===== src/hdl/conv_pkg.sv =====
`default_nettype none

package conv_pkg;

    // Layer geometry
    localparam int unsigned IFM_SIZE    = 8;
    localparam int unsigned KERNEL_SIZE = 3;
    localparam int unsigned NUM_FILTERS = 2;
    localparam int unsigned OFM_SIZE    = IFM_SIZE - KERNEL_SIZE + 1;
    localparam int unsigned KERNEL_TAPS = KERNEL_SIZE * KERNEL_SIZE;
    localparam int unsigned FIFO_SIZE   = (KERNEL_SIZE - 1) * IFM_SIZE + KERNEL_SIZE;
    localparam int unsigned MAC_LATENCY = 4;

    // Memory depths with the biases after all weights
    localparam int unsigned IFM_WORDS  = IFM_SIZE * IFM_SIZE;
    localparam int unsigned OFM_WORDS  = NUM_FILTERS * OFM_SIZE * OFM_SIZE;
    localparam int unsigned BIAS_BASE  = KERNEL_TAPS * NUM_FILTERS;
    localparam int unsigned COEF_WORDS = BIAS_BASE + NUM_FILTERS;

    localparam int unsigned IFM_ADDR_W  = $clog2(IFM_WORDS);
    localparam int unsigned OFM_ADDR_W  = $clog2(OFM_WORDS);
    localparam int unsigned COEF_ADDR_W = $clog2(COEF_WORDS);
    localparam int unsigned FILT_W      = $clog2(NUM_FILTERS);
    localparam int unsigned LOAD_CNT_W  = $clog2(KERNEL_TAPS + 1);  // Weights plus bias
    localparam int unsigned POS_W       = $clog2(IFM_SIZE);

    localparam int unsigned DATA_W = 8;
    localparam int unsigned ACC_W  = 20;

    typedef logic signed [DATA_W-1:0] pixel_t;
    typedef logic signed [ACC_W-1:0]  acc_t;

    typedef enum logic [1:0] {IDLE, LOAD_W, READ, DRAIN} ctrl_state_e;
    typedef enum logic {HAND_FREE, HAND_WAIT} handoff_state_e;

endpackage

`default_nettype wire


===== src/hdl/conv_ctrl.sv =====
`timescale 1ns/10ps
`default_nettype none

module conv_ctrl
(
    input  logic                             clk,
    input  logic                             reset,
    input  logic                             start_from_previous,
    input  logic                             end_from_next,
    output logic                             ready,
    output logic                             start_to_next,
    output logic                             ifm_rd_en,
    output logic [conv_pkg::IFM_ADDR_W-1:0]  ifm_rd_addr,
    output logic [conv_pkg::COEF_ADDR_W-1:0] coef_rd_addr,
    output logic                             w_shift_en,
    output logic                             bias_sel,
    output logic                             shift_en,
    output logic                             win_valid,
    output logic                             ofm_we,
    output logic [conv_pkg::OFM_ADDR_W-1:0]  ofm_wr_addr,
    output logic                             bank_sel
);

    conv_pkg::ctrl_state_e            state;
    conv_pkg::handoff_state_e         hand_state;
    logic [conv_pkg::FILT_W-1:0]      filt_cnt;
    logic [conv_pkg::LOAD_CNT_W-1:0]  load_cnt;
    logic [conv_pkg::IFM_ADDR_W-1:0]  pix_cnt;
    logic [conv_pkg::POS_W-1:0]       row_cnt;
    logic [conv_pkg::POS_W-1:0]       col_cnt;
    logic [conv_pkg::MAC_LATENCY-1:0] we_pipe;
    logic                             load_done;
    logic                             read_done;
    logic                             drain_done;
    logic                             last_write;

    assign load_done  = (load_cnt == conv_pkg::KERNEL_TAPS);      // Bias read issued
    assign read_done  = (pix_cnt == conv_pkg::IFM_WORDS - 1);
    assign drain_done = !shift_en && !win_valid && (we_pipe == '0);
    assign ready      = (state == conv_pkg::IDLE) && (hand_state == conv_pkg::HAND_FREE);
    assign ifm_rd_en   = (state == conv_pkg::READ);
    assign ifm_rd_addr = pix_cnt;

    always_comb
    begin
        if (load_cnt < conv_pkg::KERNEL_TAPS)
            coef_rd_addr = conv_pkg::COEF_ADDR_W'(filt_cnt * conv_pkg::KERNEL_TAPS + load_cnt);
        else
            coef_rd_addr = conv_pkg::COEF_ADDR_W'(conv_pkg::BIAS_BASE + filt_cnt);
    end

    ////////////////////////////////////////////////////////////
    // Filter pass sequencing
    always_ff @(posedge clk or posedge reset)
    begin
        if (reset)
        begin
            state    <= conv_pkg::IDLE;
            filt_cnt <= '0;
            load_cnt <= '0;
            pix_cnt  <= '0;
        end
        else
        begin
            case (state)
                conv_pkg::IDLE:
                begin
                    filt_cnt <= '0;
                    load_cnt <= '0;
                    if (ready && start_from_previous)
                        state <= conv_pkg::LOAD_W;
                end
                conv_pkg::LOAD_W:
                begin
                    load_cnt <= load_cnt + 1'b1;
                    pix_cnt  <= '0;
                    if (load_done)
                        state <= conv_pkg::READ;
                end
                conv_pkg::READ:
                begin
                    pix_cnt <= pix_cnt + 1'b1;
                    if (read_done)
                        state <= conv_pkg::DRAIN;
                end
                default:
                begin
                    load_cnt <= '0;
                    if (drain_done && filt_cnt == conv_pkg::NUM_FILTERS - 1)
                        state <= conv_pkg::IDLE;
                    else if (drain_done)
                    begin
                        filt_cnt <= filt_cnt + 1'b1;
                        state    <= conv_pkg::LOAD_W;
                    end
                end
            endcase
        end
    end

    // Position of the pixel entering the line buffer
    always_ff @(posedge clk or posedge reset)
    begin
        if (reset)
        begin
            row_cnt <= '0;
            col_cnt <= '0;
        end
        else if (shift_en)
        begin
            col_cnt <= (col_cnt == conv_pkg::IFM_SIZE - 1) ? '0 : col_cnt + 1'b1;
            if (col_cnt == conv_pkg::IFM_SIZE - 1)
                row_cnt <= (row_cnt == conv_pkg::IFM_SIZE - 1) ? '0 : row_cnt + 1'b1;
        end
    end

    always_ff @(posedge clk or posedge reset)
    begin
        if (reset)
        begin
            shift_en   <= 1'b0;
            w_shift_en <= 1'b0;
            bias_sel   <= 1'b0;
            win_valid  <= 1'b0;
            we_pipe    <= '0;
        end
        else
        begin
            shift_en   <= ifm_rd_en;                              // RAM read latency
            w_shift_en <= (state == conv_pkg::LOAD_W) && (load_cnt < conv_pkg::KERNEL_TAPS);
            bias_sel   <= (state == conv_pkg::LOAD_W) && load_done;
            win_valid  <= shift_en && (row_cnt >= conv_pkg::KERNEL_SIZE - 1)
                          && (col_cnt >= conv_pkg::KERNEL_SIZE - 1);
            we_pipe    <= {we_pipe[conv_pkg::MAC_LATENCY-2:0], win_valid};
        end
    end

    assign ofm_we     = we_pipe[conv_pkg::MAC_LATENCY-1];
    assign last_write = ofm_we && (ofm_wr_addr == conv_pkg::OFM_WORDS - 1);

    always_ff @(posedge clk or posedge reset)
    begin
        if (reset)
            ofm_wr_addr <= '0;
        else if (last_write)
            ofm_wr_addr <= '0;
        else if (ofm_we)
            ofm_wr_addr <= ofm_wr_addr + 1'b1;
    end

    ////////////////////////////////////////////////////////////
    // Bank handoff to the next layer
    always_ff @(posedge clk or posedge reset)
    begin
        if (reset)
        begin
            hand_state    <= conv_pkg::HAND_FREE;
            start_to_next <= 1'b0;
            bank_sel      <= 1'b0;
        end
        else
        begin
            start_to_next <= 1'b0;
            if (hand_state == conv_pkg::HAND_FREE && last_write)
                hand_state <= conv_pkg::HAND_WAIT;
            else if (hand_state == conv_pkg::HAND_WAIT && end_from_next)
            begin
                start_to_next <= 1'b1;
                bank_sel      <= ~bank_sel;                       // Finished bank goes to reader
                hand_state    <= conv_pkg::HAND_FREE;
            end
        end
    end

endmodule

`default_nettype wire


===== config.mk =====
export PLATFORM = sky130hd
export DESIGN_NAME = conv_ctrl
export DESIGN_NICKNAME = d
export VERILOG_FILES = /design/src/hdl/conv_pkg.sv /design/src/hdl/conv_ctrl.sv
export SDC_FILE = /design/constraint.sdc
export NUM_CORES = 1
export LEC_CHECK = 0
export ABC_AREA = 1
export BUFFER_PORTS_ARGS = -buffer_cell sky130_fd_sc_hd__buf_2
export CORE_ASPECT_RATIO = 1.5
export CORE_MARGIN = 2
export CORE_UTILIZATION = 40
export DETAILED_ROUTE_END_ITERATION = 7
export GPL_ROUTABILITY_DRIVEN = 0
export PLACE_DENSITY = 0.56
export SYNTH_ARGS = -nofsm -noshare
export SYNTH_HDL_FRONTEND = slang
export SYNTH_SLANG_ARGS = --single-unit
export TNS_END_PERCENT = 30

===== constraint.sdc =====
create_clock -name clk -period 4.4 [get_ports clk]
set_input_delay 0.66 -clock clk [delete_from_list [all_inputs] [get_ports clk]]
set_output_delay 0.66 -clock clk [all_outputs]
set_load 0.005 [all_outputs]

# Word level (Yosys, flattened, before mapping)
# Cells that the tools add are included.
dict set report word_totals {
  output_inout_bits 27
  word_cells 88
  regBits 37
}
dict set report op_classes {
  add_sub_neg 8
  eq_ne 11
  n_reduce_logical 26
  n_bitwise 4
  muxes 20
  magnitude_cmp 3
  n_mul 1
}
# cell n
set op_table {}
lappend op_table {{2-to-1 mux 7 bit} 2}
lappend op_table {{logical AND 1 bit} 12}
lappend op_table {{case mux 6 bit (2 select lines)} 1}
lappend op_table {{2-to-1 mux 2 bit} 5}
lappend op_table {{case mux 4 bit (2 select lines)} 1}
lappend op_table {{nonzero test 2 bit} 4}
lappend op_table {{adder 7 x 1 -> 7 bit, second input constant} 1}
lappend op_table {{equality test 7 bit, second input constant} 1}
lappend op_table {{adder 3 x 1 -> 3 bit, second input constant} 2}
lappend op_table {{adder 6 x 1 -> 6 bit, second input constant} 1}
lappend op_table {{equality test 3 bit, second input constant} 2}
lappend op_table {{equality test 6 bit, second input constant} 1}
lappend op_table {{>= comparator 3 x 2 -> 1 bit, second input constant} 2}
lappend op_table {{2-to-1 mux 1 bit} 6}
lappend op_table {{2-to-1 mux 3 bit} 2}
lappend op_table {{case mux 2 bit (3 select lines)} 1}
lappend op_table {{adder 5 x 1 -> 5 bit, first input constant} 1}
lappend op_table {{adder 5 x 4 -> 5 bit} 1}
lappend op_table {{multiplier 1 x 4 -> 5 bit, second input constant} 1}
lappend op_table {{2-to-1 mux 5 bit} 1}
lappend op_table {{nonzero test 5 bit} 1}
lappend op_table {{adder 4 x 1 -> 4 bit, second input constant} 1}
lappend op_table {{equality test 4 bit, second input constant} 1}
lappend op_table {{zero test 4 bit} 1}
lappend op_table {{14 further kinds} 21}

# Depth between registers and ports, before layout
dict set report logic_depth {
  ltp_word 6
  ltp_mapped 10
}

# Least setup slack after synthesis
# OpenSTA, ideal clock, no wires.
dict set report synth_path {
  kind {flip-flop to output port}
  start {register filt_cnt}
  end {output port coef_rd_addr[1] (netlist bit)}
  stages_incl_launch_ff 4
  slack_ns 2.580
  arrival_ns 1.160
  cell_sequence {dfrtp_1 > ha_1 > ha_1 > or2_2}
}
dict set report synth_via {
  elab_chain_cells 3
}
# element line_no
set synth_lines {}
lappend synth_lines {{start, declared} conv_ctrl.sv:26} ;# logic [conv_pkg::FILT_W-1:0] filt_cnt;
lappend synth_lines {{start signal, assigned} conv_ctrl.sv:93} ;# filt_cnt <= filt_cnt + 1'b1;
lappend synth_lines {{multiplier 1 x 4 -> 5 bit} conv_ctrl.sv:47} ;# coef_rd_addr = conv_pkg::COEF_ADDR_W'(filt_cnt * conv_pkg::KERNEL_TAPS + load_cnt);
lappend synth_lines {{adder 5 x 4 -> 5 bit} conv_ctrl.sv:47}
lappend synth_lines {{2-to-1 mux 5 bit (*)} conv_ctrl.sv:46} ;# if (load_cnt < conv_pkg::KERNEL_TAPS)
lappend synth_lines {{end, declared} conv_ctrl.sv:14} ;# output logic [conv_pkg::COEF_ADDR_W-1:0] coef_rd_addr,
# Mark *: on every way between the ends. The rest lies on a longest branch, timed or not.

# Worst setup path after layout
# Ends and elaborated chain as after synthesis.

==> run_summary.xml <==
<?xml version="1.0" encoding="UTF-8"?>
<metrics>
  <group name="layout">
    <metric name="end_of_flow_core_utilization" unit="%">48.6</metric>
    <metric name="drive_above_1_share" unit="%">19.8</metric>
    <metric name="diodes" unit="">0</metric>
    <metric name="synthToLayoutAreaGrowth" unit="%">16.4</metric>
    <metric name="final_cell_count_no_fill" unit="">316</metric>
    <metric name="final_nets" unit="">272</metric>
  </group>
  <group name="global_routing">
    <metric name="grt_first_pass_wirelength" unit="mm">6.02</metric>
    <metric name="number_of_antenna_violations_at_the_first_check_in_global_routing" unit="">0</metric>
    <metric name="grt_remaining_overflow" unit="">0</metric>
    <metric name="number_of_global_route_vias_before_repair" unit="">1384</metric>
    <metric name="grt.total_usage" unit="%">15.2</metric>
    <metric name="grt_start_max_net_pins" unit="">38</metric>
  </group>
  <group name="floorplanning">
    <metric name="io_pins" unit="">31</metric>
    <metric name="design.die.area" unit="sq um">5320</metric>
    <metric name="die_h" unit="um">88.3</metric>
    <metric name="die-width" unit="um">60.2</metric>
    <metric name="core_area" unit="sq um">4540</metric>
    <metric name="rows" unit="">30</metric>
    <metric name="initial_utilization" unit="%">41.8</metric>
  </group>
  <group name="routing">
    <metric name="dr_total_vias" unit="">1465</metric>
    <metric name="drt_drc" unit="">0</metric>
    <metric name="post_route_antenna_net_violation_count" unit="">0</metric>
    <metric name="wirelength" unit="mm">3.50</metric>
    <metric name="avgRoutedWirePerCell" unit="um">11.1</metric>
    <metric name="drt_iter0_markers" unit="">50</metric>
    <metric name="detail_route.first_pass.iterations" unit="">4</metric>
    <metric name="via_to_cell_ratio" unit="">4.64</metric>
  </group>
  <group name="critical_path">
    <metric name="timing.critical_path.from_type" unit="">flop</metric>
    <metric name="critical_path.endpoint_type" unit="">primary output</metric>
    <metric name="timing.critical_path.slowest_cell_delay" unit="ns">0.45</metric>
    <metric name="startpoint" unit="">filt_cnt$_DFFE_PP0P_</metric>
    <metric name="critPathMaxFanout" unit="">5</metric>
    <metric name="r2r_start" unit="">state[0]$_DFFE_PP0P_</metric>
    <metric name="critPathKind" unit="">reg -&gt; out</metric>
    <metric name="worst_path_most_repeated_cell" unit="">sky130_fd_sc_hd__ha_1</metric>
    <metric name="worst_ep_required_time" unit="ns">3.74</metric>
    <metric name="path_cells" unit="">ha_1 &gt; ha_1 &gt; or2_2 &gt; buf_2</metric>
    <metric name="critical-path-top-delay-family" unit="">adder cells</metric>
    <metric name="crit_arrival" unit="ns">1.63</metric>
    <metric name="worst-path-buf-inv" unit="">1</metric>
    <metric name="timing.critical_path.slowest_stage_cell" unit="">sky130_fd_sc_hd__dfrtp_1</metric>
  </group>
  <group name="placement">
    <metric name="dp.final_hpwl" unit="mm">2.58</metric>
    <metric name="io_buffer_count" unit="">30</metric>
    <metric name="placedCellCount" unit="">308</metric>
    <metric name="pre_cts_slack" unit="ns">2.42</metric>
  </group>
  <group name="cts">
    <metric name="clock-sinks" unit="">37</metric>
    <metric name="h-tree-depth" unit="">2</metric>
    <metric name="post_cts_gate_resize_count" unit="">0</metric>
    <metric name="insertion_delay" unit="ns">0.28</metric>
    <metric name="post-cts-setup-buffers" unit="">0</metric>
    <metric name="cts_tree" unit="">done</metric>
    <metric name="cts_max_path_buffers" unit="">2</metric>
    <metric name="clkTransAtPathRegs" unit="ns">0.08</metric>
    <metric name="cts.hold.buffers_added" unit="">0</metric>
    <metric name="cts_made_buffers" unit="">5</metric>
    <metric name="clockRootBuffer" unit="">sky130_fd_sc_hd__clkbuf_8</metric>
  </group>
  <group name="synthesis">
    <metric name="ys.flop_type" unit="">sky130_fd_sc_hd__dfrtp_1</metric>
    <metric name="ys_top_cells_by_area" unit="">sky130_fd_sc_hd__dfrtp_1, sky130_fd_sc_hd__ha_1, sky130_fd_sc_hd__nand2_1</metric>
    <metric name="synth_top_area_share" unit="%">48.8</metric>
    <metric name="sequential_element_share_of_the_synthesized_area" unit="%">48.8</metric>
    <metric name="synthesized_instance_count" unit="">215</metric>
    <metric name="count_of_cell_types_in_the_netlist" unit="">28</metric>
    <metric name="synth_enable_flop_cells" unit="">0</metric>
    <metric name="synth_fp_nets" unit="">236</metric>
    <metric name="post_synth_instance_area" unit="sq um">1900</metric>
    <metric name="yosys.area.top_type" unit="">sky130_fd_sc_hd__dfrtp_1</metric>
    <metric name="ys_warn_count" unit="">0</metric>
    <metric name="async_s_r_ff_share_synth" unit="%">100</metric>
    <metric name="syn_avg_cell_area" unit="sq um">8.82</metric>
    <metric name="postSynthRegisterBits" unit="">37</metric>
  </group>
  <group name="pwr">
    <metric name="power.static_leakage" unit="nW">1.19</metric>
    <metric name="ir_worst_vdd" unit="mV">0.274</metric>
    <metric name="p_per_area" unit="nW/um^2">536</metric>
  </group>
  <group name="worst_hold_path">
    <metric name="worstHoldPathType" unit="">reg -&gt; reg</metric>
    <metric name="hold_start" unit="">we_pipe[2]$_DFF_PP0_</metric>
  </group>
  <group name="sta">
    <metric name="maxSlewViolCount" unit="">0</metric>
    <metric name="final.period_utilization" unit="%">52.1</metric>
    <metric name="postLayoutSetupSlackWorst" unit="ns">2.11</metric>
    <metric name="unrepaired_setup_endpoints_after_global_routing" unit="">no</metric>
    <metric name="final-hold-violation-count" unit="">0</metric>
    <metric name="final-setup-viol-count" unit="">0</metric>
    <metric name="clock_skew" unit="ns">0.00756</metric>
    <metric name="min_period" unit="ns">2.29</metric>
    <metric name="max_freq" unit="GHz">0.436</metric>
    <metric name="slew_headroom" unit="%">68.4</metric>
    <metric name="max_slew.worst_pin.slew" unit="ns">0.475</metric>
    <metric name="setup-tns-final" unit="ns">0</metric>
  </group>
  <group name="run">
    <metric name="drv.max_cap_violation_count" unit="">0</metric>
  </group>
  <group name="status">
    <metric name="outcome" unit="">complete, no violations</metric>
  </group>
</metrics>
-- cell families after synthesis --
family | count (synthesis) | share of synthesized area [%]
AOI/OAI and AO/OA | 26 | 7.85
and+or+nand+nor | 99 | 23.9
adders and majority gates | 17 | 11.2
xor gates and xnor gates | 3 | 1.39
DFF | 37 | 48.8
buffers and inverters | 33 | 6.79
-- flip-flops by register name, indices dropped and copies added (netlist names), 2 cells and up --
name         flops
load_cnt         4
col_cnt          3
row_cnt          3
we_pipe          4
state            2
ofm_wr_addr      7
ifm_rd_addr      6
-- layout make-up --
| class | instances | area [sq um] |
|---|---|---|
| inverters | 31 | 116 |
| flip-flops and latches | 37 | 926 |
| fillers | 472 | 2330 |
| repair buffers | 31 | 158 |
| multi-input cells | 145 | 842 |
| well taps | 64 | 80.1 |
| clock buffers | 5 | 68.8 |
| clock inverters | 3 | 17.5 |
-- per-layer routing --
layer  global-route usage, %  routed length (um)
met1                    18.8                1620
met2                    24.9                1700
met3                    3.51                 120
met4                    6.67                  63
met5                       0                   0
-- final timing paths --
check,to,slack [ns],cells past startpoint
min in group asynchronous,ofm_wr_addr[2]$_DFFE_PP0P_,0.47,3
setup / recovery,coef_rd_addr[1],2.11,4
hold / removal,we_pipe[3]$_DFF_PP0_,0.38,0
max in group asynchronous,state[1]$_DFFE_PP0P_,3.59,3
hold reg to reg,we_pipe[3]$_DFF_PP0_,0.38,0
setup reg to reg,ifm_rd_addr[5]$_DFFE_PP0N_,2.73,8
-- per-stage QoR --
stage	power, mW	hold slack (ns)	area, sq um
after floorplan	0.826	0.354	1900
after global placement	0.961	0.358	2120
after detailed placement	0.965	0.363	2120
after CTS	1.20	0.376	2210
after global routing	1.31	0.381	2210
final	1.18	0.378	2210
-- power breakdown --
| group | switching (mW) | internal (mW) |
|---|---|---|
| Combinational | 0.279 | 0.187 |
| Sequential | 0.0744 | 0.414 |
| Clock | 0.120 | 0.109 |
-- cells in the final DEF, fill, tap and decap left out --
| cell | synthesis | final |
|---|---|---|
| sky130_fd_sc_hd__nand2_1 | 45 | 45 |
| sky130_fd_sc_hd__dfrtp_1 | 37 | 37 |
| sky130_fd_sc_hd__buf_2 | 0 | 30 |
| sky130_fd_sc_hd__inv_1 | 29 | 29 |
| sky130_fd_sc_hd__nor2_1 | 24 | 24 |
| sky130_fd_sc_hd__nand3_1 | 17 | 17 |
| sky130_fd_sc_hd__ha_1 | 17 | 17 |
| sky130_fd_sc_hd__o21ai_0 | 10 | 10 |
| sky130_fd_sc_hd__a21oi_1 | 10 | 10 |
| sky130_fd_sc_hd__clkbuf_8 | 0 | 5 |
| sky130_fd_sc_hd__inv_2 | 2 | 2 |
| sky130_fd_sc_hd__o21bai_1 | 2 | 2 |
| sky130_fd_sc_hd__nor3_1 | 2 | 2 |
| sky130_fd_sc_hd__xor2_1 | 2 | 2 |
| sky130_fd_sc_hd__nor3b_1 | 2 | 2 |
| sky130_fd_sc_hd__nand4_1 | 2 | 2 |
| sky130_fd_sc_hd__clkinv_2 | 0 | 2 |
| sky130_fd_sc_hd__nand2_2 | 1 | 1 |
| sky130_fd_sc_hd__nor2_4 | 1 | 1 |
| sky130_fd_sc_hd__nand4_2 | 1 | 1 |
| sky130_fd_sc_hd__nor3_2 | 1 | 1 |
| sky130_fd_sc_hd__nand3_2 | 1 | 1 |
| sky130_fd_sc_hd__a21oi_2 | 1 | 1 |
| sky130_fd_sc_hd__or2_2 | 1 | 1 |
| sky130_fd_sc_hd__o31ai_1 | 1 | 1 |
| sky130_fd_sc_hd__nor3_4 | 1 | 1 |
| sky130_fd_sc_hd__xnor2_1 | 1 | 1 |
| sky130_fd_sc_hd__o21bai_2 | 1 | 1 |
| sky130_fd_sc_hd__o22ai_1 | 1 | 1 |
| sky130_fd_sc_hd__clkinvlp_4 | 0 | 1 |
| sky130_fd_sc_hd__buf_4 | 1 | 1 |
-- cells in the mapped netlist, drive strengths merged (2+ instances only) --
| library cell | number |
|---|---|
| a21oi | 11 |
| ha | 17 |
| nor3b | 2 |
| inv | 31 |
| xor2 | 2 |
| nand2 | 46 |
| nor3 | 4 |
| nand4 | 3 |
| dfrtp | 37 |
| nor2 | 25 |
| o21bai | 3 |
| o21ai | 10 |
| nand3 | 18 |
No activity file was read; power rests on OpenSTA's default activity.
