`config.mk`:
```
export PLATFORM = sky130hd
export DESIGN_NAME = ifm_ram
export DESIGN_NICKNAME = d
export VERILOG_FILES = /design/src/hdl/conv_pkg.sv /design/src/hdl/ifm_ram.sv
export SDC_FILE = /design/constraint.sdc
export NUM_CORES = 1
export LEC_CHECK = 0
export BUFFER_PORTS_ARGS = -buffer_cell sky130_fd_sc_hd__clkbuf_2
export CORE_MARGIN = 5
export CORE_UTILIZATION = 40
export DETAILED_ROUTE_END_ITERATION = 7
export HOLD_SLACK_MARGIN = 0.1
export PLACE_DENSITY_LB_ADDON = 0.12
export SYNTH_ARGS = -nofsm -noshare
export SYNTH_HDL_FRONTEND = slang
export SYNTH_SLANG_ARGS = --single-unit
```
`constraint.sdc`:
```
create_clock -name clk -period 6.8 [get_ports clk]
set_clock_uncertainty 0.15 [all_clocks]
set_input_delay 1.36 -clock clk [delete_from_list [all_inputs] [get_ports clk]]
set_output_delay 1.36 -clock clk [all_outputs]
set_load 0.01 [all_outputs]
```
`src/hdl/conv_pkg.sv`:
```
`default_nettype none

package conv_pkg;

    // Layer geometry
    localparam int unsigned IFM_SIZE    = 8;
    localparam int unsigned KERNEL_SIZE = 3;
    localparam int unsigned NUM_FILTERS = 2;
    localparam int unsigned OFM_SIZE    = IFM_SIZE - KERNEL_SIZE + 1;
    localparam int unsigned KERNEL_TAPS = KERNEL_SIZE * KERNEL_SIZE;
    localparam int unsigned FIFO_SIZE   = (KERNEL_SIZE - 1) * IFM_SIZE + KERNEL_SIZE;
    localparam int unsigned MAC_LATENCY = 4;

    // Memory depths with the biases after all weights
    localparam int unsigned IFM_WORDS  = IFM_SIZE * IFM_SIZE;
    localparam int unsigned OFM_WORDS  = NUM_FILTERS * OFM_SIZE * OFM_SIZE;
    localparam int unsigned BIAS_BASE  = KERNEL_TAPS * NUM_FILTERS;
    localparam int unsigned COEF_WORDS = BIAS_BASE + NUM_FILTERS;

    localparam int unsigned IFM_ADDR_W  = $clog2(IFM_WORDS);
    localparam int unsigned OFM_ADDR_W  = $clog2(OFM_WORDS);
    localparam int unsigned COEF_ADDR_W = $clog2(COEF_WORDS);
    localparam int unsigned FILT_W      = $clog2(NUM_FILTERS);
    localparam int unsigned LOAD_CNT_W  = $clog2(KERNEL_TAPS + 1);  // Weights plus bias
    localparam int unsigned POS_W       = $clog2(IFM_SIZE);

    localparam int unsigned DATA_W = 8;
    localparam int unsigned ACC_W  = 20;

    typedef logic signed [DATA_W-1:0] pixel_t;
    typedef logic signed [ACC_W-1:0]  acc_t;

    typedef enum logic [1:0] {IDLE, LOAD_W, READ, DRAIN} ctrl_state_e;
    typedef enum logic {HAND_FREE, HAND_WAIT} handoff_state_e;

endpackage

`default_nettype wire

```
`src/hdl/ifm_ram.sv`:
```
`timescale 1ns/10ps
`default_nettype none

module ifm_ram
(
    input  logic                            clk,
    input  logic                            we,
    input  logic [conv_pkg::IFM_ADDR_W-1:0] wr_addr,
    input  conv_pkg::pixel_t                wr_data,
    input  logic                            rd_en,
    input  logic [conv_pkg::IFM_ADDR_W-1:0] rd_addr,
    output conv_pkg::pixel_t                rd_data
);

    conv_pkg::pixel_t mem [conv_pkg::IFM_WORDS];

    always_ff @(posedge clk)
    begin
        if (we)
            mem[wr_addr] <= wr_data;
        if (rd_en)
            rd_data <= mem[rd_addr];    // One cycle read
    end

endmodule

`default_nettype wire

```
# Word level (Yosys, flattened, before mapping)
# Memories as Yosys holds them, arrays and structs flattened. A register that Yosys moved wholly into a read port is not among the register bits.
# Cells that the tools add are included.
dict set report classes {
  n_mux 2
}
# operator n
set ops {}
lappend ops {{2-to-1 mux 1 bit} 2}
dict set report totals {
  reg_bits 0
  mem_bits_rw 512
  input_bits 23
  out_inout_bits 8
  word_cells 3
  mem_count 1
}
# name words width read_ports rd_ports_with_merged_regs write_ports line
set memory_table {}
lappend memory_table {mem 64 8 1 1 1 ifm_ram.sv:15} ;# conv_pkg::pixel_t mem [conv_pkg::IFM_WORDS];

# Longest topological paths before layout
# Gate-level depths: netlist of run 1.
dict set report depth {
  ltp_word 2
  depth_mapped 9
}

# Least setup slack after synthesis of run 1
# Ideal clock, no wire load.
dict set report synth_timing {
  kind {input to register}
  startpoint {input port rd_addr[1] in the netlist's numbering}
  endpoint {register rd_data[3], read port of mem, data pin}
  setup_time_ns 0.266
  arrival_time_ns 2.900
  required_time_ns 6.384
  path_slack_ns 3.484
  path_stages 7
  path_cell_list {buf_4 buf_2 buf_2 mux4_2 mux4_2 o21ai_1 o41ai_1}
}
# item line
set synth_lines {}
lappend synth_lines {{start: declaration} ifm_ram.sv:11} ;# input logic [conv_pkg::IFM_ADDR_W-1:0] rd_addr,
lappend synth_lines {{end: declaration} ifm_ram.sv:12} ;# output conv_pkg::pixel_t rd_data

==> results of run 1 <==
==> cells in the final DEF (no fill, tap or decap), types with 3 or more instances in the layout <==
master / Yosys / routed
a211oi_1: 4 / 4
a21oi_1: 3 / 3
a221oi_1: 6 / 6
a22oi_1: 3 / 3
buf_4: 13 / 21
clkbuf_1: 17 / 21
clkbuf_16: 0 / 57
clkbuf_2: 0 / 27
clkinv_1: 0 / 11
clkinv_2: 0 / 5
edfxtp_1: 520 / 520
mux2_2: 13 / 13
mux2i_1: 23 / 23
mux4_2: 126 / 126
nand2_1: 19 / 19
nand2b_1: 7 / 7
nand3_1: 13 / 13
nand3b_1: 3 / 3
nor2_1: 83 / 83
nor2b_1: 14 / 14
nor3_1: 7 / 6
o2111ai_1: 3 / 3
o221ai_1: 8 / 8
o22ai_1: 8 / 8
o2bb2ai_1: 3 / 3
==> power groups by stage <==
stage / sequential (mW) / clock (mW) / combinational (mW)
2_1_floorplan: 3.63 / 0 / 0.189
3_3_place_gp: 3.63 / 0 / 0.332
3_5_place_dp: 3.63 / 0 / 0.335
4_1_cts: 3.56 / 2.79 / 0.335
5_1_grt: 3.56 / 2.92 / 0.353
6_report: 3.56 / 2.73 / 0.326
==> worst max path at each step <==
stage,from,end,cells past startpoint
final,rd_addr[0],rd_data[6],7
after global routing,rd_addr[0],rd_data[4],7
after CTS,rd_addr[0],rd_data[6],7
after detailed placement,rd_addr[0],rd_data[6],7
after global placement,rd_addr[0],rd_data[6],7
after floorplan,rd_addr[1],rd_data[3],7
==> worst min-delay path, delay by kind of cell (launching register included) <==
family	cells	cell delay, ns
AO/OA/AOI/OAI	1	0.21
flip-flops	1	0.31
multiplexers	1	0.22
AND/OR/NAND/NOR	1	0.03
==> through the flow <==
| step | area, µm² | utilization, % | cells | worst slack (ns) |
|---|---|---|---|---|
| 5_1_grt | 22700 | 45.4 | 1708 | 2.84 |
| 6_report | 22700 | 45.4 | 1709 | 3.07 |
| 3_3_place_gp | 21100 | 42.2 | 1612 | 2.31 |
| 2_1_floorplan | 20200 | - | 940 | 3.48 |
| 4_1_cts | 22700 | 45.4 | 1708 | 2.96 |
| 3_5_place_dp | 21100 | 42.2 | 1612 | 2.33 |
==> synthesized netlist by cell type (4+ instances only) <==
master | count | area share [%]
o221ai_1 | 8 | 0.35
o22ai_1 | 8 | 0.25
nand2_1 | 19 | 0.35
buf_1 | 4 | 0.074
nand2b_1 | 7 | 0.22
a211oi_1 | 4 | 0.15
nor2_1 | 83 | 1.5
nor3_1 | 7 | 0.17
buf_2 | 11 | 0.27
mux4_2 | 126 | 14
buf_6 | 4 | 0.22
nand3_1 | 13 | 0.32
a221oi_1 | 6 | 0.26
edfxtp_1 | 520 | 77
mux2_2 | 13 | 0.72
buf_4 | 13 | 0.48
nor2b_1 | 14 | 0.43
clkbuf_1 | 17 | 0.32
mux2i_1 | 23 | 1.1
==> layout make-up <==
cell class | count | area, µm²
Antenna cell | 1 | 2.50
Clock buffer | 78 | 1510
Clock inverter | 18 | 105
Fill cell | 4273 | 27300
Multi-Input combinational cell | 369 | 4320
Sequential cell | 520 | 15600
Tap cell | 672 | 841
Timing Repair Buffer | 51 | 347
==> cells by family (layout without fill, tap and decap cells) <==
family / Yosys count / in the layout / share of synthesized area (%)
multiplexers: 162 / 162 / 15.9
buffers and inverters: 51 / 147 / 1.56
AO/OA/AOI/OAI: 54 / 54 / 2.06
other: 0 / 1 / 0
AND/OR/NAND/NOR: 153 / 153 / 3.37
flip-flops: 520 / 520 / 77.1
==> routing by layer <==
metal / share of wire (%) / global-route usage, % / wire length (µm) / vias to the layer above
met4: 2.1 / 5.08 / 1000 / 6
met5: 0.082 / 0 / 39 / -
met3: 5.4 / 3.65 / 2590 / 67
met1: 45 / 24.9 / 21400 / 5035
li1: - / - / - / 4064
met2: 47 / 26.6 / 22500 / 251
==> flip-flops by register name, summed over array words and instances, names as in the netlist <==
register and flops:
mem 512, rd_data 8
==> out/qor.txt, run 1 <==
Status - finished clean
Post-route ant nets - 0
Cell Chain, Critical Path - clkbuf_8 > buf_4 > mux4_2 > mux2_2 > o221a_2 > nor3_1 > o32ai_1
Port bufs - 30
Global-route wire length before repair - 70000 µm
CP startpoint kind - primary input
Layout cells sized above 1 - 24.8%
TritonCTS Buffers - 54
Req. time, crit path - 6.97 ns
WL/cell - 27.8 µm
Final Hold Violating Endpoints - 0
Via count - 9423
Pint - 5.24 mW
Residual DRC count - 0
DR iter-0 viols - 876
Top_reg_cell synth - edfxtp_1
Cell with the largest stage delay on the worst path - mux4_2
Gr ovfl total - 0
Setup_tns - 0 ns
RSZ-0062 raised after global routing - false
WP buf/inv - 2
Placeable Area - 50100 µm²
Reg power frac - 53.9%
Mapped Nets - 963
Maxcap violations - 0
Seq/Total Area, Yosys - 77.1%
Max clock buf depth - 3
Global placement routability congestion - 0.747
Distinct cell type count after synthesis - 39
Via/cell ratio - 5.51
Mapped Area - 20200 µm²
EDFF count, synth - 520
Pre-antenna DRT Iters - 5
Crit-path leading delay family - buffers and inverters
Max Freq - 0.268 GHz
Die W - 235 µm
Worst-path maximum fanout - 41
Num rows - 82
Overall power - 6.61 mW
Vias in the first global route - 9819
Period Utilization, post-route - 54.8%
Hold-fix buffer count after cts - 0
PwrDens - 291 nW/µm²
Hold_sp - mem[26][6]
Layout Area Growth over Synthesis - 12.3%
Die H - 235 µm
WHS Path Cells - 3
Clock Latency Late Sink - 0.59 ns
Min-Delay Path Class - reg2reg
Setup-failing EPs final - 0
Min Hold Slack - 0.759 ns
CTS tree - built
Initial antenna violation count - 4
Pin count of the biggest net entering global routing - 65
Hpwl dp - 27800 µm
Reg2reg setup slack - 4.51 ns
Cell leakage power - 6.99 nW
Initial Util - 40.4%
Net Sw Frac - 20.8%
R2R depth - 5
WS Path Type - in2reg
Die area - 55200 µm²
Slew HR - 27.8%
Worst setup EP type - flop
Fin crit period - 3.73 ns
GRT Overall Usage - 17.2%
Number of synthesis warnings - 0
# nets final - 1019
Clock tree sinks - 520
RR Endpoint - rd_data[2]
PostCTS Resize Cnt - 0
Max VDD drop - 169 µV
Syn avg cell area - 21.5 µm²
Synthesis-stage register bit count - 520
RR Startpoint - mem[7][2]
Synthesized instance count - 940
CP max stage delay - 0.55 ns
Max Slew Vio Count - 0
Clk slew on worst S/H paths - 0.06 ns
Asr flop ratio synth - 0%
Clock root buffer - clkbuf_16
Setup repair bufs after CTS - 0
Final WL - 47600 µm
Sw Pwr - 1.38 mW
Hold worst-path end - rd_data[6]
Worst-Margin Slew - 1.08 ns
WP data arrival - 3.90 ns
H-tree levels - 2
Clock power share - 41.2%
Combinational share of power - 4.9%
Num ports - 31
(Power assumes the default switching activity.)
==> run 2: changes to the inputs <==
--- a/config.mk
+++ b/config.mk
@@ -5,6 +5,7 @@
 export SDC_FILE = /design/constraint.sdc
 export NUM_CORES = 1
 export LEC_CHECK = 0
+export ABC_AREA = 1
 export BUFFER_PORTS_ARGS = -buffer_cell sky130_fd_sc_hd__clkbuf_2
 export CORE_MARGIN = 5
 export CORE_UTILIZATION = 40
==> constraint.sdc (replaced) <==
create_clock -name clk -period 3.2 [get_ports clk]
set_clock_uncertainty 0.15 [all_clocks]
set_input_delay 0.64 -clock clk [delete_from_list [all_inputs] [get_ports clk]]
set_output_delay 0.64 -clock clk [all_outputs]
set_load 0.01 [all_outputs]
==> run 2 against run 1 <==
Effect of this change:
- synthesized cell count is 92% higher
- die area rose by 5.5%
- final cell count rose by 54%
- utilization up 0.74 points
==> out/qor.txt, run 2 <==
Post-Layout Cell Count - 2630
Setup-failing EPs final - 0
Top post-synthesis cells by count - nand2_1, edfxtp_1, nand3_1
Synthesized instance count - 1805
Seq/Total Area, Yosys - 72.9%
Crit-path leading delay family - flip-flops
Area contributors post-synth - edfxtp_1, nand2_1, nand3_1
Gr ovfl total - 0
DP Cell Count - 2522
Via count - 13900
Commonest non-fill, non-tap cells in the layout - nand2_1, edfxtp_1, nand3_1
PwrDens - 600 nW/µm²
Synth top area share - 72.9%
Req. time, crit path - 2.41 ns
Max clock buf depth - 3
WS Path Type - reg2out
Worst-Margin Slew - 1.21 ns
Initial antenna violation count - 3
Cell leakage power - 8.85 nW
Placeable Area - 52800 µm²
Worst-path maximum fanout - 1
Clock Latency Late Sink - 0.61 ns
Via/cell ratio - 5.27
Setup repair bufs after CTS - 0
Final WL - 57200 µm
Min-Delay Path Class - in2reg
RSZ-0062 raised after global routing - false
Top_reg_cell synth - edfxtp_1
Design area - 24300 µm²
Setup crit end - rd_data[4]
WP data arrival - 1.32 ns
Clock root buffer - clkbuf_16
RR Endpoint - rd_data[5]
GR Util met1 - 28.9%
Pre-CTS setup slack - 0.554 ns
Max VDD drop - 420 µV
Reg2reg setup slack - 1.49 ns
Synthesis-stage register bit count - 520
Fin crit period - 2.11 ns
Overall power - 14.6 mW
Max Slew Vio Count - 0
Post-route ant nets - 0
TritonCTS Buffers - 56
Slew HR - 19.5%
Pre-antenna DRT Iters - 6
Area leader, netlist - edfxtp_1
Max Freq - 0.473 GHz
GR peak layer - met2
Area post-placement - 22600 µm²
Levels on crit path - 1
Asr flop ratio synth - 0%
Num rows - 84
# nets final - 1915
Biggest registers after layout - mem x512, rd_data x8
Global placement routability congestion - 0.813
Cell with the largest stage delay on the worst path - edfxtp_1
Final WS setup - 1.09 ns
Mapped Nets - 1828
RR Startpoint - mem[21][5]
Multi-input gate area - 4950 µm²
Hpwl dp - 33500 µm
Period Utilization, post-route - 66.1%
Largest register FFs - 512
H-tree levels - 2
Setup_tns - 0 ns
Mapped Area - 21400 µm²
Die H - 241 µm
Layout cells sized above 1 - 11.0%
Layout Area Growth over Synthesis - 13.7%
CP startpoint kind - flop
CTS tree - built
Fillers - 4815
Maxcap violations - 0
Number of synthesis warnings - 0
Pin count of the biggest net entering global routing - 120
CP max stage delay - 0.51 ns
FF+latch area - 15600 µm²
Cell Chain, Critical Path - clkbuf_2
Syn avg cell area - 11.9 µm²
Vias in the first global route - 13600
Distinct cell type count after synthesis - 15
Num ports - 31
Hold-fix buffer count after cts - 0
PostCTS Resize Cnt - 0
Port bufs - 30
WP buf/inv - 1
GRT Overall Usage - 19.8%
EDFF count, synth - 520
Die W - 241 µm
Global-route wire length before repair - 86600 µm
DR iter-0 viols - 1322
R2R depth - 8
Final Hold Violating Endpoints - 0
Top-count cell post-synth - nand2_1
Clock tree sinks - 520
Die area - 58300 µm²
Initial Util - 40.6%
Residual DRC count - 0
WL/cell - 21.7 µm
Most flop-heavy register - mem
CP startpoint - rd_data[4]
Clk slew on worst S/H paths - 0.06 ns
Status - finished clean
Worst setup EP type - output port
M3 GR Usage - 3.21%
Grt met2 use - 31.0%
Most common cell after layout, fill and taps aside - nand2_1
-- run 2: cell type report --
class	instances	share of cell area, %
Antenna cell	2	0.0206
Clock buffer	77	6.17
Clock inverter	29	0.868
Inverter	12	0.226
Multi-Input combinational cell	1160	20.3
Sequential cell	520	64.1
Tap cell	688	3.54
Timing Repair Buffer	142	4.73
-- run 2: logic make-up (layout without fill, tap and decap cells) --
kind of cell | count (synthesis) | after routing | synth area share [%]
other | 0 | 2 | 0
AND/OR/NAND/NOR | 1160 | 1160 | 23.1
buffers and inverters | 125 | 260 | 4.01
flip-flops | 520 | 520 | 72.9
-- run 2: how the worst min path moves through the flow --
| stage | endpoint | depth (start not counted) | startpoint |
|---|---|---|---|
| 2_1_floorplan | mem[0][0] | 0 | wr_data[0] |
| 4_1_cts | rd_data[1] | 1 | rd_en |
| 3_5_place_dp | rd_data[6] | 8 | mem[46][6] |
| 3_3_place_gp | rd_data[4] | 8 | mem[14][4] |
| 5_1_grt | rd_data[6] | 1 | rd_en |
| 6_report | rd_data[1] | 1 | rd_en |
-- run 2: power by group --
| part | switching [mW] | internal [mW] | total, mW | leakage [nW] |
|---|---|---|---|---|
| sequential | 0.0249 | 7.56 | 7.58 | 4.69 |
| clock | 2.61 | 3.51 | 6.12 | 0.826 |
| combinational | 0.674 | 0.234 | 0.907 | 3.34 |
| total | 3.31 | 11.3 | 14.6 | 8.85 |
-- run 2: routing by layer --
layer  up-vias  part of all wire [%]
met5         -                 0.047
met3        85                   6.0
met2       401                    46
met1      6841                    46
li1       6541                     -
met4         4                   2.1
-- run 2: through the flow --
stage	hold WS, ns	util (%)
floorplan	0.589	-
global placement	0.742	42.9
detailed placement	0.742	42.9
CTS	0.353	46.1
global route	0.366	46.1
finish	0.387	46.1
==> run 3: changes to the inputs <==
==> constraint.sdc (replaced) <==
create_clock -name clk -period 1.76 [get_ports clk]
set_clock_uncertainty 0.15 [all_clocks]
set_input_delay 0.352 -clock clk [delete_from_list [all_inputs] [get_ports clk]]
set_output_delay 0.352 -clock clk [all_outputs]
set_load 0.01 [all_outputs]
==> run 3 against run 2 <==
Effect of this change:
- clock power grew 83%
- power rose by 84%
- highest routed layer is now met4
- largest power group unchanged
- sequential share of layout area is 3.2 points lower
==> out/qor.txt, run 3 (synthesis gave the netlist of run 2 again) <==
Worst-path maximum fanout - 1
# nets final - 1975
Biggest registers after layout - mem x512, rd_data x8
Maxcap violations - 0
Die W - 241 µm
Port bufs - 30
Fin crit period - 1.73 ns
Setup-failing EPs final - 0
Global-route wire length before repair - 86400 µm
RR Endpoint - rd_data[4]
Post-route ant nets - 0
Die area - 58300 µm²
Via/cell ratio - 5.16
Via count - 13800
Max clock buf depth - 3
Clk slew on worst S/H paths - 0.06 ns
Initial Util - 40.6%
DR iter-0 viols - 1280
H-tree levels - 2
Most flop-heavy register - mem
Pin count of the biggest net entering global routing - 65
Largest register FFs - 512
Final Hold Violating Endpoints - 0
Commonest non-fill, non-tap cells in the layout - nand2_1, edfxtp_1, nand3_1
CP startpoint - mem[49][4]
Slew HR - 56.0%
Clock Latency Late Sink - 0.59 ns
Hpwl dp - 34800 µm
Placeable Area - 52800 µm²
Max VDD drop - 692 µV
Die H - 241 µm
WS Path Type - reg2reg
Gr ovfl total - 0
Max Freq - 0.579 GHz
Status - finished clean
Setup crit end - rd_data[4]
Pre-antenna DRT Iters - 5
Max Slew Vio Count - 0
Global placement routability congestion - 0.851
RR Startpoint - mem[49][4]
PwrDens - 1050 nW/µm²
WP data arrival - 1.92 ns
Fillers - 4755
Req. time, crit path - 1.95 ns
Cell leakage power - 9.34 nW
GRT Overall Usage - 19.6%
Period Utilization, post-route - 98.1%
Residual DRC count - 0
Ant. Diodes - 0
Most common cell after layout, fill and taps aside - nand2_1
Final WL - 56900 µm
Setup repair bufs after CTS - 0
Worst-Margin Slew - 0.661 ns
TritonCTS Buffers - 54
Layout cells sized above 1 - 16.5%
CP startpoint kind - flop
Clock tree sinks - 520
Vias in the first global route - 13500
CTS tree - built
Layout Area Growth over Synthesis - 19.7%
Num rows - 84
Num ports - 31
WL/cell - 21.2 µm
Clock root buffer - clkbuf_16
R2R depth - 8
Reg2reg setup slack - 0.03 ns
Worst setup EP type - flop
Overall power - 26.8 mW
Setup_tns - 0 ns
Min-Delay Path Class - in2reg
Initial antenna violation count - 0
Final core utilization - 48.6%
-- run 3: critical path, stage by stage, from the launching register on --
cell and delay, ns:
edfxtp_1 0.36, nand2_1 0.08, nand3_1 0.08, nand3_1 0.13, nand2_1 0.13, nand2_1 0.09, nand3_1 0.19, nand3_2 0.20
nand2_1 0.07
-- run 3: worst min path at each step --
stage                           from    endpoint  cells past startpoint
final                     wr_data[6]  mem[11][6]                      2
after global routing      wr_data[4]  mem[45][4]                      2
after CTS                 wr_data[0]  mem[59][0]                      2
after detailed placement       rd_en  rd_data[6]                      1
after global placement         rd_en  rd_data[6]                      1
after floorplan           wr_data[0]   mem[0][0]                      0
-- run 3: report_power, final --
group / switching, mW / internal [mW]
Clock: 4.60 / 6.57
Combinational: 1.30 / 0.612
Sequential: 0.0303 / 13.7
-- run 3: layout make-up --
type | count | area [µm²] | area share, %
clock buffers | 66 | 1460 | 5.69
clock inverters | 31 | 263 | 1.02
inverters | 12 | 73.8 | 0.288
repair buffers | 204 | 2180 | 8.48
multi-input cells | 1160 | 5200 | 20.3
flip-flops and latches | 520 | 15600 | 60.9
well taps | 688 | 861 | 3.36
-- run 3: stage by stage --
stage          std cells  cell area, µm²  hold WS (ns)  setup slack [ns]
6_report            2681           25600         0.120            0.0332
5_1_grt             2681           25600         0.124          -0.00774
4_1_cts             2681           25600         0.106           0.00589
3_5_place_dp        2581           23800         0.627            -0.502
3_3_place_gp        2581           23800         0.631            -0.506
2_1_floorplan       1805           21700         0.301            -0.295
-- run 3: per-layer routing --
| metal | GRT usage (%) | wire length (µm) | up-vias |
|---|---|---|---|
| li1 | - | - | 6669 |
| met1 | 28.8 | 26600 | 6791 |
| met2 | 31.4 | 26700 | 302 |
| met3 | 2.64 | 2410 | 74 |
| met4 | 4.86 | 1100 | 0 |
| met5 | 0 | 0 | - |
-- run 3: repair_timing --
| action | CTS | global route |
|---|---|---|
| resized for setup | 2 | 7 |
| endpoints found under the hold margin | 33 | 0 |
| endpoints found under the setup margin | 2 | 4 |
| hold buffers | 3 | 0 |
